**src/hw/core_pkg.sv**
```systemverilog
// core shell shared definitions
// bridge regions, command opcodes, status word layout and reset timing
`default_nettype none

package core_pkg;

  // bridge bus width, address and data alike
  localparam int ADDR_W = 32;

  // top address byte per region
  localparam logic [7:0] REGION_LOADER_BYTE = 8'h10;
  localparam logic [7:0] REGION_CMD_BYTE    = 8'hF8;

  typedef enum logic [1:0] {
    region_none,
    region_loader,
    region_cmd
  } bridge_region_t;

  // opcode lives in write data bits 1:0
  typedef enum logic [1:0] {
    op_nop            = 2'd0,
    op_download_start = 2'd1,
    op_download_done  = 2'd2,
    op_soft_reset     = 2'd3
  } cmd_opcode_t;

  // byte offset inside the loader window
  localparam int LOADER_ADDR_W = 20;

  // start button hold, kept short for simulation
  localparam int RESET_HOLD_CYCLES = 255;
  localparam int RESET_TIMER_W     = 16;

  // status word bits, everything else reads zero
  localparam int STATUS_RUNNING_BIT  = 0;
  localparam int STATUS_DOWNLOAD_BIT = 1;
  localparam int STATUS_HOLD_BIT     = 2;

  // face_start in the controller key bitmap
  localparam int START_KEY_BIT = 15;

endpackage

`default_nettype wire

```
**src/hw/bridge_decode.sv**
```systemverilog
// bridge decoder
// classifies the top address byte, turns command writes into an opcode
// strobe and muxes read data back to the bridge
`timescale 1ns/100ps
`default_nettype none

module bridge_decode import core_pkg::*; (
  input  wire                clk_74a,
  input  wire                rst,
  input  wire [ADDR_W-1:0]   bridge_addr,
  input  wire                bridge_rd,
  input  wire                bridge_wr,
  input  wire [ADDR_W-1:0]   bridge_wr_data,
  input  wire                core_reset,
  input  wire                download_active,
  input  wire                hold_active,
  output logic [ADDR_W-1:0]  bridge_rd_data,
  output logic               loader_wr,
  output logic               cmd_valid,
  output cmd_opcode_t        cmd_opcode
);

  bridge_region_t    region;
  logic [ADDR_W-1:0] status_word;

  // region from top address byte
  always_comb begin
    case (bridge_addr[ADDR_W-1 -: 8])
      REGION_LOADER_BYTE: region = region_loader;
      REGION_CMD_BYTE:    region = region_cmd;
      default:            region = region_none;
    endcase
  end

  // window writes pass straight on, data_loader registers them
  assign loader_wr = bridge_wr && (region == region_loader);

  ////////////////////////////////////////////////////////////////////////////
  // command strobe

  always_ff @(posedge clk_74a) begin
    if (rst) begin
      cmd_valid <= 1'b0;
    end else begin
      cmd_valid <= bridge_wr && (region == region_cmd);
    end
  end

  // opcode only meaningful with cmd_valid
  always_ff @(posedge clk_74a) begin
    if (bridge_wr && (region == region_cmd)) begin
      cmd_opcode <= cmd_opcode_t'(bridge_wr_data[1:0]);
    end
  end

  ////////////////////////////////////////////////////////////////////////////
  // read mux

  always_comb begin
    status_word = '0;
    // running means core out of reset
    status_word[STATUS_RUNNING_BIT]  = ~core_reset;
    status_word[STATUS_DOWNLOAD_BIT] = download_active;
    status_word[STATUS_HOLD_BIT]     = hold_active;
  end

  // loader window is write only, reads as zero like unmapped space
  always_comb begin
    bridge_rd_data = '0;
    if (bridge_rd && (region == region_cmd)) begin
      bridge_rd_data = status_word;
    end
  end

endmodule

`default_nettype wire

```
**src/hw/data_loader.sv**
```systemverilog
// data loader write path
// bridge writes into the loader window become memory writes while a
// download is active, one cycle later, data passed unchanged
`timescale 1ns/100ps
`default_nettype none

module data_loader import core_pkg::*; (
  input  wire                      clk_74a,
  input  wire                      rst,
  input  wire                      loader_wr,
  input  wire                      download_active,
  input  wire [ADDR_W-1:0]         bridge_addr,
  input  wire [ADDR_W-1:0]         bridge_wr_data,
  output logic                     write_en,
  output logic [LOADER_ADDR_W-1:0] write_addr,
  output logic [ADDR_W-1:0]        write_data
);

  logic accept;

  // writes outside a download are dropped
  assign accept = loader_wr && download_active;

  // strobe, one per accepted bridge write, no back-pressure
  always_ff @(posedge clk_74a) begin
    if (rst) begin
      write_en <= 1'b0;
    end else begin
      write_en <= accept;
    end
  end

  // byte offset within the window
  // bridge is little endian so no byte swap
  always_ff @(posedge clk_74a) begin
    if (accept) begin
      write_addr <= bridge_addr[LOADER_ADDR_W-1:0];
      write_data <= bridge_wr_data;
    end
  end

endmodule

`default_nettype wire

```
**src/hw/reset_control.sv**
```systemverilog
// core reset control
// download latch, start button synchronizer with edge detect, hold timer,
// and the combined registered core reset
`timescale 1ns/100ps
`default_nettype none

module reset_control import core_pkg::*; (
  input  wire         clk_74a,
  input  wire         rst,
  input  wire         start_key,
  input  wire         cmd_valid,
  input  cmd_opcode_t cmd_opcode,
  output logic        download_active,
  output logic        hold_active,
  output logic        core_reset
);

  logic [2:0]               key_sync;
  logic                     key_prev;
  logic                     key_rise;
  logic                     soft_reset;
  logic                     timer_load;
  logic [RESET_TIMER_W-1:0] reset_timer;
  logic                     download_next;
  logic                     hold_next;

  ////////////////////////////////////////////////////////////////////////////
  // download latch

  always_comb begin
    download_next = download_active;
    if (cmd_valid && (cmd_opcode == op_download_start)) begin
      download_next = 1'b1;
    end else if (cmd_valid && (cmd_opcode == op_download_done)) begin
      download_next = 1'b0;
    end
  end

  always_ff @(posedge clk_74a) begin
    if (rst) begin
      download_active <= 1'b0;
    end else begin
      download_active <= download_next;
    end
  end

  ////////////////////////////////////////////////////////////////////////////
  // start button, async to us

  // three flops then edge detect, load lands four edges after the pin
  always_ff @(posedge clk_74a) begin
    if (rst) begin
      key_sync <= '0;
      key_prev <= 1'b0;
    end else begin
      key_sync <= {key_sync[1:0], start_key};
      key_prev <= key_sync[2];
    end
  end

  assign key_rise   = key_sync[2] && !key_prev;
  // soft reset command acts like a press
  assign soft_reset = cmd_valid && (cmd_opcode == op_soft_reset);
  assign timer_load = key_rise || soft_reset;

  // hold timer, a new press restarts it
  always_ff @(posedge clk_74a) begin
    if (rst) begin
      reset_timer <= '0;
    end else if (timer_load) begin
      reset_timer <= RESET_TIMER_W'(RESET_HOLD_CYCLES);
    end else if (reset_timer != '0) begin
      reset_timer <= reset_timer - 1'b1;
    end
  end

  assign hold_active = (reset_timer != '0);

  // hold level after this edge
  assign hold_next = timer_load || (reset_timer > RESET_TIMER_W'(1));

  ////////////////////////////////////////////////////////////////////////////
  // combined reset

  // built from next values so it lines up with download_active and
  // hold_active
  always_ff @(posedge clk_74a) begin
    core_reset <= rst || download_next || hold_next;
  end

endmodule

`default_nettype wire

```
**src/hw/video_output.sv**
```systemverilog
// video output stage
// rgb565 to rgb888 by bit replication, blanked outside de, colour and
// syncs registered together
`timescale 1ns/100ps
`default_nettype none

module video_output (
  input  wire         clk_74a,
  input  wire         rst,
  input  wire  [15:0] rgb565,
  input  wire         de,
  input  wire         hs,
  input  wire         vs,
  output logic [23:0] video_rgb,
  output logic        video_de,
  output logic        video_hs,
  output logic        video_vs
);

  logic [23:0] rgb888;

  // top bits fill the new low bits so full scale stays full scale
  assign rgb888 = {rgb565[15:11], rgb565[15:13],
                   rgb565[10:5],  rgb565[10:9],
                   rgb565[4:0],   rgb565[4:2]};

  // one register stage for everything, keeps sync aligned with colour
  always_ff @(posedge clk_74a) begin
    if (rst) begin
      video_rgb <= '0;
      video_de  <= 1'b0;
      video_hs  <= 1'b0;
      video_vs  <= 1'b0;
    end else begin
      // blank outside active area
      video_rgb <= de ? rgb888 : 24'h0;
      video_de  <= de;
      video_hs  <= hs;
      video_vs  <= vs;
    end
  end

endmodule

`default_nettype wire

```
**src/hw/core_top.sv**
```systemverilog
// core shell top
// bridge decode, data loader, reset control and video output on clk_74a
`timescale 1ns/100ps
`default_nettype none

module core_top import core_pkg::*; (
  input  wire                      clk_74a,
  input  wire                      rst,
  input  wire [ADDR_W-1:0]         bridge_addr,
  input  wire                      bridge_rd,
  input  wire                      bridge_wr,
  input  wire [ADDR_W-1:0]         bridge_wr_data,
  input  wire [31:0]               cont1_key,
  input  wire [15:0]               rgb565,
  input  wire                      de,
  input  wire                      hs,
  input  wire                      vs,
  output wire [ADDR_W-1:0]         bridge_rd_data,
  output wire                      write_en,
  output wire [LOADER_ADDR_W-1:0]  write_addr,
  output wire [ADDR_W-1:0]         write_data,
  output wire                      core_reset,
  output wire [23:0]               video_rgb,
  output wire                      video_de,
  output wire                      video_hs,
  output wire                      video_vs
);

  wire         loader_wr;
  wire         cmd_valid;
  cmd_opcode_t cmd_opcode;
  wire         download_active;
  wire         hold_active;

  ////////////////////////////////////////////////////////////////////////////
  // bridge side

  bridge_decode bridge_decode_inst (
    .clk_74a         (clk_74a),
    .rst             (rst),
    .bridge_addr     (bridge_addr),
    .bridge_rd       (bridge_rd),
    .bridge_wr       (bridge_wr),
    .bridge_wr_data  (bridge_wr_data),
    .core_reset      (core_reset),
    .download_active (download_active),
    .hold_active     (hold_active),
    .bridge_rd_data  (bridge_rd_data),
    .loader_wr       (loader_wr),
    .cmd_valid       (cmd_valid),
    .cmd_opcode      (cmd_opcode)
  );

  // only the start key is used from the bitmap
  reset_control reset_control_inst (
    .clk_74a         (clk_74a),
    .rst             (rst),
    .start_key       (cont1_key[START_KEY_BIT]),
    .cmd_valid       (cmd_valid),
    .cmd_opcode      (cmd_opcode),
    .download_active (download_active),
    .hold_active     (hold_active),
    .core_reset      (core_reset)
  );

  data_loader data_loader_inst (
    .clk_74a         (clk_74a),
    .rst             (rst),
    .loader_wr       (loader_wr),
    .download_active (download_active),
    .bridge_addr     (bridge_addr),
    .bridge_wr_data  (bridge_wr_data),
    .write_en        (write_en),
    .write_addr      (write_addr),
    .write_data      (write_data)
  );

  ////////////////////////////////////////////////////////////////////////////
  // video

  video_output video_output_inst (
    .clk_74a   (clk_74a),
    .rst       (rst),
    .rgb565    (rgb565),
    .de        (de),
    .hs        (hs),
    .vs        (vs),
    .video_rgb (video_rgb),
    .video_de  (video_de),
    .video_hs  (video_hs),
    .video_vs  (video_vs)
  );

endmodule

`default_nettype wire

```
**config.mk**
```make
export PLATFORM = sky130hd
export DESIGN_NAME = core_top
export DESIGN_NICKNAME = d
export VERILOG_FILES = /design/src/hw/core_pkg.sv /design/src/hw/bridge_decode.sv /design/src/hw/data_loader.sv /design/src/hw/reset_control.sv /design/src/hw/video_output.sv /design/src/hw/core_top.sv
export SDC_FILE = /design/constraint.sdc
export NUM_CORES = 1
export LEC_CHECK = 0
export BUFFER_PORTS_ARGS = -buffer_cell sky130_fd_sc_hd__buf_2
export CAP_MARGIN = 20
export CORE_ASPECT_RATIO = 1.1
export CORE_MARGIN = 2
export CORE_UTILIZATION = 41
export CTS_CLUSTER_SIZE = 10
export DETAILED_ROUTE_END_ITERATION = 8
export PLACE_DENSITY_LB_ADDON = 0.15
export SLEW_MARGIN = 20
export SYNTH_ARGS = -nofsm -noshare
export SYNTH_HDL_FRONTEND = slang
export SYNTH_SLANG_ARGS = --single-unit
```
**constraint.sdc**
```tcl
create_clock -name clk_74a -period 4.38 [get_ports clk_74a]
set_clock_uncertainty 0.2 [all_clocks]
set_input_delay 0.438 -clock clk_74a [delete_from_list [all_inputs] [get_ports clk_74a]]
set_output_delay 0.438 -clock clk_74a [all_outputs]
set_load 0.05 [all_outputs]
```
==> results.json, run 1 <==
{
  "io_pins": 232,
  "ys_seq_elements": 97,
  "period_share": 0.678,
  "routed_wl_um": 8280,
  "async_flop_share": 0,
  "period_minus_slack_ns": 2.97,
  "num_vias": 2611,
  "htreeDepth": 3,
  "hold_viol": 0,
  "antenna_found_initial": 0,
  "setup_viol": 0,
  "worst_pin_slew_ns": 0.780,
  "crit_required_ns": 3.74,
  "status": "finished, final reports clean",
  "initial_core_util": 0.417,
  "synth_cell_types": 42,
  "drive_above_1_share": 0.424,
  "hold_path.class": "input pin to register",
  "yosysWarnings": 0,
  "n_antenna_cell": 0,
  "grt.overflow.total": 0,
  "yosys.area.top_type": "edfxtp_1",
  "grt_pass1_wl_um": 11800,
  "total_leakage_power_uw": 0.00203,
  "first_pass_iters": 4,
  "slew_viol_final": 0,
  "multiInputGateArea_um2": 947,
  "clock_latency_ns": 0.36,
  "p_comb_frac": 0.313,
  "die_h_um": 103,
  "hold_buffers": 0,
  "max_clock_freq_ghz": 0.337,
  "netlist_area_um2": 3640,
  "power_uw": 2480,
  "cts.clk_slew.worst_paths_ns": 0.10,
  "hold_ws_ns": 0.0453,
  "cp-end-kind": "output port",
  "p_per_area_nw_per_um2": 534,
  "p_seq_frac": 0.459,
  "fillCellCount": 799,
  "drtIter0Drc": 129,
  "critical_path.top_delay_family": "simple AND/OR/NAND/NOR gates",
  "setup.worst_path.start_class": "register",
  "final_common_cell": "buf_2",
  "path_class": "register to output port",
  "p_clk_frac": 0.228,
  "fin_setup_tns_ns": 0,
  "cts_resized": 0,
  "ys_seq_area_frac": 0.681,
  "crit_arrival_ns": 2.33,
  "postSynthAreaPerCell_um2": 13.0,
  "p_switching_uw": 911,
  "ff_latch_area_um2": 2480,
  "grt_max_degree": 42,
  "utilization": 0.531,
  "dp_hpwl_um": 6320,
  "peakVddDrop_uv": 199,
  "num_rows": 36,
  "cts_buffers": 9,
  "rsz0062_at_grt": "no",
  "cts_setup_buffers": 0,
  "cts-root-buf": "clkbuf_8",
  "io_buffers": 167,
  "vias_per_cell": 4.63,
  "cp_max_fo": 5,
  "nets": 567,
  "slowest_stage": "or3b_2",
  "synth.top_cells.by_area": "edfxtp_1, dfxtp_1, buf_4",
  "layout_common_cells": "buf_2, edfxtp_1, dfxtp_1",
  "slew_headroom": 0.479,
  "ys.flop_type": "edfxtp_1",
  "ant_nets": 0,
  "cap_violations": 0,
  "switching_share": 0.368,
  "dieArea_um2": 9660,
  "syn2layout_area_growth_pct": 27.3,
  "grt.total_usage": 0.161,
  "core-area_um2": 8740,
  "slowest_delay_ns": 0.55,
  "syn_inst": 281,
  "crit_chain": "inv_1 -> ha_1 -> or3b_2 -> nor4_4 -> nor2_1 -> buf_2",
  "cts.sinks": 97,
  "grt_pass1_vias": 2291,
  "die-width_um": 93.9,
  "gp_congestion": 0.859,
  "drc": 0,
  "cts_buffer_depth": 2,
  "crit_buf_inv": 2,
  "p_int_uw": 1570,
  "synth_top_area_share": 0.445,
  "cts_tree": "yes",
  "synth_edf_count": 54,
  "post_drt_wl_per_cell_um": 14.7
}
==> flip-flops by register name, indices dropped and copies added (netlist names) <==
name                                count
reset_control_inst.core_reset           1
video_output_inst.video_rgb            16
bridge_decode_inst.cmd_opcode           2
reset_control_inst.key_prev             1
data_loader_inst.write_en               1
video_output_inst.video_hs              1
video_output_inst.video_vs              1
reset_control_inst.key_sync             3
video_output_inst.video_de              1
data_loader_inst.write_data            32
reset_control_inst.download_active      1
reset_control_inst.reset_timer         16
bridge_decode_inst.cmd_valid            1
data_loader_inst.write_addr            20
==> area by class of cell <==
class                   instances  area share
multi-input cells             162       0.204
clock buffers                  10      0.0321
clock inverters                 6      0.0105
flip-flops and latches         97       0.535
inverters                       7     0.00566
well taps                     114      0.0307
repair buffers                168       0.182
==> cells in the mapped netlist, types with 2 or more instances <==
cell / count
nor3_1: 15
nand4_1: 5
o2111ai_1: 2
a21oi_1: 14
buf_4: 37
o21ai_0: 5
and3_1: 2
or2_2: 2
nand2_1: 7
nor2_1: 15
nor2b_1: 8
clkbuf_1: 5
or3_1: 3
nand3_1: 3
nor4_1: 6
ha_1: 3
edfxtp_1: 54
and2_1: 17
nor4_4: 2
or4_1: 6
dfxtp_1: 43
inv_1: 7
==> logic make-up (layout without fill, tap and decap cells) <==
family	count (synthesis)	count (layout)	synth area share
buffers and inverters	50	191	0.0899
and+or+nand+nor	97	97	0.160
xor gates and xnor gates	2	2	0.00481
DFF	97	97	0.681
AOI/OAI and AO/OA	30	30	0.0501
adders and majority gates	3	3	0.0103
muxes	1	1	0.00275
other	1	29	0.00103
==> per-layer routing <==
metal / track usage / vias to the layer above / wire, µm
met5: 0 / - / 0
met4: 0.0635 / 0 / 122
met3: 0.0534 / 9 / 872
met2: 0.257 / 128 / 3990
met1: 0.203 / 1200 / 3290
li1: - / 1274 / -
==> stage by stage <==
step | cell area (µm²) | cells | setup WS, ns
CTS | 4640 | 564 | 1.41
finish | 4640 | 564 | 1.41
floorplan | 3750 | 309 | 0.564
global route | 4640 | 564 | 1.27
detailed placement | 4440 | 548 | 1.73
global placement | 4440 | 548 | 1.76
==> power by group through the flow <==
stage | registers (µW) | clock network, µW | logic [µW]
2_1_floorplan | 1170 | 0 | 600
3_3_place_gp | 1150 | 0 | 753
3_5_place_dp | 1160 | 0 | 769
4_1_cts | 1140 | 583 | 772
5_1_grt | 1160 | 625 | 865
6_report | 1140 | 565 | 775
==> worst paths after layout <==
path / from / to / slack (ns) / depth (start not counted)
setup reg to reg: reset_control_inst.reset_timer[0]$_SDFFE_PP0P_ / reset_control_inst.reset_timer[3]$_SDFFE_PP0P_ / 1.91 / 6
setup / recovery: reset_control_inst.reset_timer[0]$_SDFFE_PP0P_ / bridge_rd_data[2] / 1.41 / 6
hold reg to reg: reset_control_inst.key_sync[1]$_SDFF_PP0_ / reset_control_inst.key_sync[2]$_SDFF_PP0_ / 0.24 / 1
hold / removal: bridge_addr[18] / data_loader_inst.write_addr[18]$_DFFE_PP_ / 0.05 / 1
==> worst reg2reg max path: stages (launching register included) <==
cell,delay [ns]
dfxtp_1,0.37
inv_1,0.17
ha_1,0.20
or3b_2,0.55
or4_4,0.60
nor3_1,0.19
nor4_1,0.07
(Power assumes the default switching activity.)
==> run 2: changes to the inputs <==
--- a/config.mk
+++ b/config.mk
@@ -5,11 +5,12 @@
 export SDC_FILE = /design/constraint.sdc
 export NUM_CORES = 1
 export LEC_CHECK = 0
+export ABC_AREA = 1
 export BUFFER_PORTS_ARGS = -buffer_cell sky130_fd_sc_hd__buf_2
 export CAP_MARGIN = 20
 export CORE_ASPECT_RATIO = 1.1
 export CORE_MARGIN = 2
-export CORE_UTILIZATION = 41
+export CORE_UTILIZATION = 39
 export CTS_CLUSTER_SIZE = 10
 export DETAILED_ROUTE_END_ITERATION = 8
 export PLACE_DENSITY_LB_ADDON = 0.15
==> constraint.sdc (replaced) <==
create_clock -name clk_74a -period 2.4 [get_ports clk_74a]
set_clock_uncertainty 0.2 [all_clocks]
set_input_delay 0.24 -clock clk_74a [delete_from_list [all_inputs] [get_ports clk_74a]]
set_output_delay 0.24 -clock clk_74a [all_outputs]
set_load 0.05 [all_outputs]
==> run 2 against run 1 <==
Compared with the run above:
- hold slack lost 0.0032 ns
- critical path type unchanged
- via count grew 18%
- combinational power is 110% higher
- global-route usage grew 1.0 points
- synthesized cell count increased by 27%
- design area rose by 20%
- clock power grew 110%
- register-to-register slack worse by 1.2 ns
- largest cell class unchanged
- sequential cell count did not move
- routed wire length up 10%
- area after synthesis up 4.4%
==> results.json, run 2 <==
{
  "crit_arrival_ns": 1.69,
  "synth_commonest_cells": "nor2_1, nand2_1, edfxtp_1",
  "cp_max_fo": 6,
  "cts.clk_slew.worst_paths_ns": 0.11,
  "worst_slack_ns": 0.267,
  "clock_latency_ns": 0.36,
  "top_regs": "data_loader_inst.write_data: 32 flops, data_loader_inst.write_addr: 20 flops",
  "cts.sinks": 97,
  "async_flop_share": 0,
  "regToRegSetupSlack_ns": 0.70,
  "total_leakage_power_uw": 0.00265,
  "cts_tree": "yes",
  "fin_setup_tns_ns": 0,
  "synth.top_cells.by_area": "edfxtp_1, dfxtp_1, buf_4",
  "crit_required_ns": 1.96,
  "antenna_found_initial": 0,
  "period_minus_slack_ns": 2.13,
  "dieArea_um2": 10600,
  "ys.flop_type": "edfxtp_1",
  "dpl_cell_area_um2": 4620,
  "drtIter0Drc": 89,
  "yosys.area.top_type": "edfxtp_1",
  "period_share": 0.889,
  "path_class": "register to output port",
  "gp_congestion": 0.817,
  "num_rows": 37,
  "post_drt_wl_per_cell_um": 12.7,
  "cap_violations": 0,
  "n_antenna_cell": 0,
  "p_per_area_nw_per_um2": 869,
  "routed_wl_um": 9110,
  "cts_buffers": 9,
  "setup_viol": 0,
  "die-width_um": 98.2,
  "hold_path.class": "input pin to register",
  "grt_pass1_wl_um": 14200,
  "synth_edf_count": 54,
  "cp-end-kind": "output port",
  "ant_nets": 0,
  "top_register": "data_loader_inst.write_data",
  "slew_headroom": 0.624,
  "core-area_um2": 9440,
  "grt.total_usage": 0.171,
  "largest_reg_flops": 32,
  "htreeDepth": 3,
  "synthMostInstantiatedCell": "nor2_1",
  "peakVddDrop_uv": 427,
  "max_clock_freq_ghz": 0.469,
  "power_uw": 4850,
  "grt.overflow.total": 0,
  "fillCellCount": 796,
  "num_vias": 3084,
  "cts_resized": 0,
  "cts_buffer_depth": 2,
  "initial_core_util": 0.403,
  "yosysWarnings": 0,
  "ys_seq_area_frac": 0.652,
  "hold_viol": 0,
  "fin_area_um2": 5580,
  "vias_per_cell": 4.29,
  "grt_max_degree": 53,
  "first_pass_iters": 4,
  "slew_viol_final": 0,
  "syn_inst": 358,
  "rsz0062_at_grt": "no",
  "netlist_area_um2": 3800,
  "status": "finished, final reports clean",
  "setup.worst_path.start_class": "register",
  "io_buffers": 167,
  "grt_pass1_vias": 2979,
  "nets": 719,
  "synth_cell_types": 26,
  "syn2layout_area_growth_pct": 46.7,
  "postSynthAreaPerCell_um2": 10.6,
  "place_ws_ns": 0.629,
  "cts-root-buf": "clkbuf_8",
  "die_h_um": 108,
  "io_pins": 232,
  "worst_pin_slew_ns": 0.563,
  "final_common_cell": "buf_2",
  "ys_seq_elements": 97,
  "drive_above_1_share": 0.339,
  "dp_hpwl_um": 6220,
  "layout_common_cells": "buf_2, dlygate4sd3_1, nor2_1",
  "synth_top_area_share": 0.426,
  "drc": 0
}
[run 2: final cells by class]
cell class	instances	area [µm²]	share of cell area
clock buffers	9	124	0.0222
repair buffers	241	1590	0.284
well taps	117	146	0.0262
clock inverters	7	110	0.0197
inverters	42	158	0.0282
flip-flops and latches	97	2480	0.445
multi-input cells	206	975	0.175
[run 2: timing repair]
action | 4_1_cts | 5_1_grt
hold buffers | 73 | 0
hold endpoints to repair | 75 | 0
setup buffers | 0 | 0
[run 2: worst paths after layout]
kind,to,startpoint,cells past startpoint
max,bridge_rd_data[2],reset_control_inst.reset_timer[0]$_SDFFE_PP0P_,6
max reg2reg,reset_control_inst.core_reset$_DFF_P_,bridge_decode_inst.cmd_opcode[1]$_DFFE_PP_,6
min reg2reg,reset_control_inst.key_sync[1]$_SDFF_PP0_,reset_control_inst.key_sync[0]$_SDFF_PP0_,2
min,video_output_inst.video_vs$_SDFF_PP0_,rst,2
[run 2: logic make-up after synthesis]
| logic type | synth area share |
|---|---|
| other | 0.000986 |
| AND/OR/NAND/NOR | 0.190 |
| flip-flops | 0.652 |
| adder cells (fa/ha/maj) | 0.00987 |
| XOR/XNOR | 0.00230 |
| buffers and inverters | 0.121 |
| AO/OA/AOI/OAI | 0.0233 |
[run 2: stage by stage]
step	util	instances	hold WS (ns)
floorplan	-	386	0.139
global placement	0.489	630	0.189
detailed placement	0.489	630	0.200
CTS	0.591	719	0.0338
global route	0.591	719	0.0517
finish	0.591	719	0.0421
[run 2: power breakdown]
group          internal, µW  switching (µW)  total [µW]
Sequential             1880             122        2000
Combinational           591            1060        1650
Clock                   607             597        1200
[run 2: routing by layer]
metal | vias up | GRT usage | wire, µm
met5 | - | 0 | 0
met4 | 0 | 0.0568 | 114
met3 | 11 | 0.0487 | 665
met2 | 130 | 0.309 | 4720
met1 | 1399 | 0.193 | 3610
li1 | 1544 | - | -
[run 2: critical path: stages (launching register included)]
cell and delay, ns:
dfxtp_1 0.45, inv_1 0.12, ha_1 0.22, nand2_2 0.09, nor2_4 0.06, a21oi_1 0.13
buf_2 0.27
==> run 3: changes to the inputs <==
--- a/config.mk
+++ b/config.mk
@@ -14,6 +14,7 @@
 export CTS_CLUSTER_SIZE = 10
 export DETAILED_ROUTE_END_ITERATION = 8
 export PLACE_DENSITY_LB_ADDON = 0.15
+export RECOVER_POWER = 100
 export SLEW_MARGIN = 20
 export SYNTH_ARGS = -nofsm -noshare
 export SYNTH_HDL_FRONTEND = slang
==> run 3 against run 2 <==
Compared with the run above:
- clock-buffer cell count is the same
- design area decreased by 2.6%
- worst setup slack lost 0.021 ns
- largest cell class unchanged
- highest routed layer unchanged
- critical path type unchanged
==> results.json, run 3 (synthesis gave the netlist of run 2 again) <==
{
  "first_pass_iters": 4,
  "path_class": "register to output port",
  "p_switching_uw": 1730,
  "grt.total_usage": 0.171,
  "period_share": 0.897,
  "gp_congestion": 0.817,
  "rsz0062_at_grt": "no",
  "status": "finished, final reports clean",
  "p_seq_frac": 0.419,
  "cts_tree": "yes",
  "grt_pass1_vias": 2979,
  "setup_viol": 0,
  "worst_pin_slew_ns": 0.816,
  "routed_wl_um": 9190,
  "slew_headroom": 0.456,
  "slowest_delay_ns": 0.38,
  "fin_setup_tns_ns": 0,
  "fin_area_um2": 5430,
  "fillCellCount": 856,
  "max_clock_freq_ghz": 0.464,
  "syn2layout_area_growth_pct": 42.8,
  "p_int_uw": 3040,
  "p_clk_frac": 0.251,
  "vias_per_cell": 4.29,
  "top_register": "data_loader_inst.write_data",
  "io_pins": 232,
  "period_minus_slack_ns": 2.15,
  "cts.clk_slew.worst_paths_ns": 0.10,
  "p_per_area_nw_per_um2": 878,
  "power_uw": 4770,
  "core-area_um2": 9440,
  "worst_slack_ns": 0.246,
  "drive_above_1_share": 0.184,
  "peakVddDrop_uv": 426,
  "cts_resized": 0,
  "hold_path.class": "input pin to register",
  "slowest_stage": "dfxtp_1",
  "clock_latency_ns": 0.35,
  "crit_required_ns": 1.96,
  "dieArea_um2": 10600,
  "post_drt_wl_per_cell_um": 12.8,
  "crit_arrival_ns": 1.71,
  "setup.worst_path.start_class": "register",
  "grt_max_degree": 53,
  "grt_pass1_wl_um": 14200,
  "drtIter0Drc": 96,
  "antenna_found_initial": 0,
  "cts-root-buf": "clkbuf_8",
  "n_antenna_cell": 0,
  "hold_viol": 0,
  "cts_buffer_depth": 2,
  "slew_viol_final": 0,
  "die_h_um": 108,
  "dp_hpwl_um": 6220,
  "largest_reg_flops": 32,
  "die-width_um": 98.2,
  "top_regs": "data_loader_inst.write_data: 32 flops, data_loader_inst.write_addr: 20 flops",
  "num_rows": 37,
  "dpl_cell_area_um2": 4620,
  "htreeDepth": 3,
  "drc": 0,
  "io_buffers": 167,
  "nets": 719,
  "grt.overflow.total": 0,
  "cap_violations": 0,
  "final_common_cell": "clkbuf_1",
  "initial_core_util": 0.403,
  "cp_max_fo": 6,
  "cts.sinks": 97,
  "place_ws_ns": 0.629,
  "num_vias": 3082,
  "cp-end-kind": "output port",
  "ant_nets": 0,
  "crit_chain": "inv_1 -> ha_1 -> nand2_1 -> nor2_1 -> a21oi_1 -> clkbuf_2",
  "cts_buffers": 9,
  "total_leakage_power_uw": 0.00236,
  "p_comb_frac": 0.330,
  "switching_share": 0.362,
  "layout_common_cells": "clkbuf_1, buf_2, dlygate4sd3_1"
}
run 3: cell count changes in the layout (fill, tap and decap cells not counted), moves of 2 or more:
cell	delta
nand2_2	-2
buf_2	-90
clkbuf_1	+88
clkbuf_2	+2
nand2_1	+3
run 3: final cells by class:
| class | instances | area, µm² | area share |
|---|---|---|---|
| clock inverters | 7 | 110 | 0.0203 |
| clock buffers | 9 | 124 | 0.0228 |
| repair buffers | 241 | 1460 | 0.269 |
| flip-flops and latches | 97 | 2480 | 0.457 |
| inverters | 42 | 158 | 0.0290 |
| multi-input cells | 206 | 950 | 0.175 |
| well taps | 117 | 146 | 0.0269 |
run 3: final timing paths:
path / slack, ns / depth (start not counted) / from / end
max: 0.25 / 6 / reset_control_inst.reset_timer[0]$_SDFFE_PP0P_ / bridge_rd_data[2]
min: 0.07 / 5 / bridge_addr[24] / data_loader_inst.write_en$_SDFF_PP0_
max reg2reg: 0.40 / 9 / reset_control_inst.reset_timer[0]$_SDFFE_PP0P_ / reset_control_inst.reset_timer[1]$_SDFFE_PP0P_
min reg2reg: 0.21 / 2 / reset_control_inst.key_sync[0]$_SDFF_PP0_ / reset_control_inst.key_sync[1]$_SDFF_PP0_
run 3: what timing repair did:
item / 4_1_cts / 5_1_grt
hold buffers: 73 / 0
endpoints found under the hold margin: 75 / 0
setup buffers: 0 / 0
endpoints found under the setup margin: 0 / 0
run 3: power by group through the flow:
stage	clock [µW]	combinational [µW]	sequential [µW]
floorplan	0	1270	2070
global placement	0	1530	2040
detailed placement	0	1550	2040
CTS	1260	1660	2000
global route	1320	1810	2020
finish	1200	1570	2000
run 3: critical path, delay by kind of cell (launching register included):
kind                     cells  cell delay [ns]
flip-flops                   1             0.38
buffers and inverters        2             0.37
adder cells (fa/ha/maj)      1             0.16
AO/OA/AOI/OAI                1             0.11
AND/OR/NAND/NOR              2             0.33
run 3: metrics by stage:
stage / hold slack [ns] / instances / utilization
after floorplan: 0.139 / 386 / -
after global placement: 0.189 / 630 / 0.489
after detailed placement: 0.200 / 630 / 0.489
after CTS: 0.0338 / 719 / 0.591
after global routing: 0.0598 / 719 / 0.575
final: 0.0674 / 719 / 0.575
run 3: layer usage:
metal / wire, µm / global-route usage
met5: 0 / 0
met4: 119 / 0.0568
met3: 660 / 0.0487
met2: 4710 / 0.309
met1: 3690 / 0.193
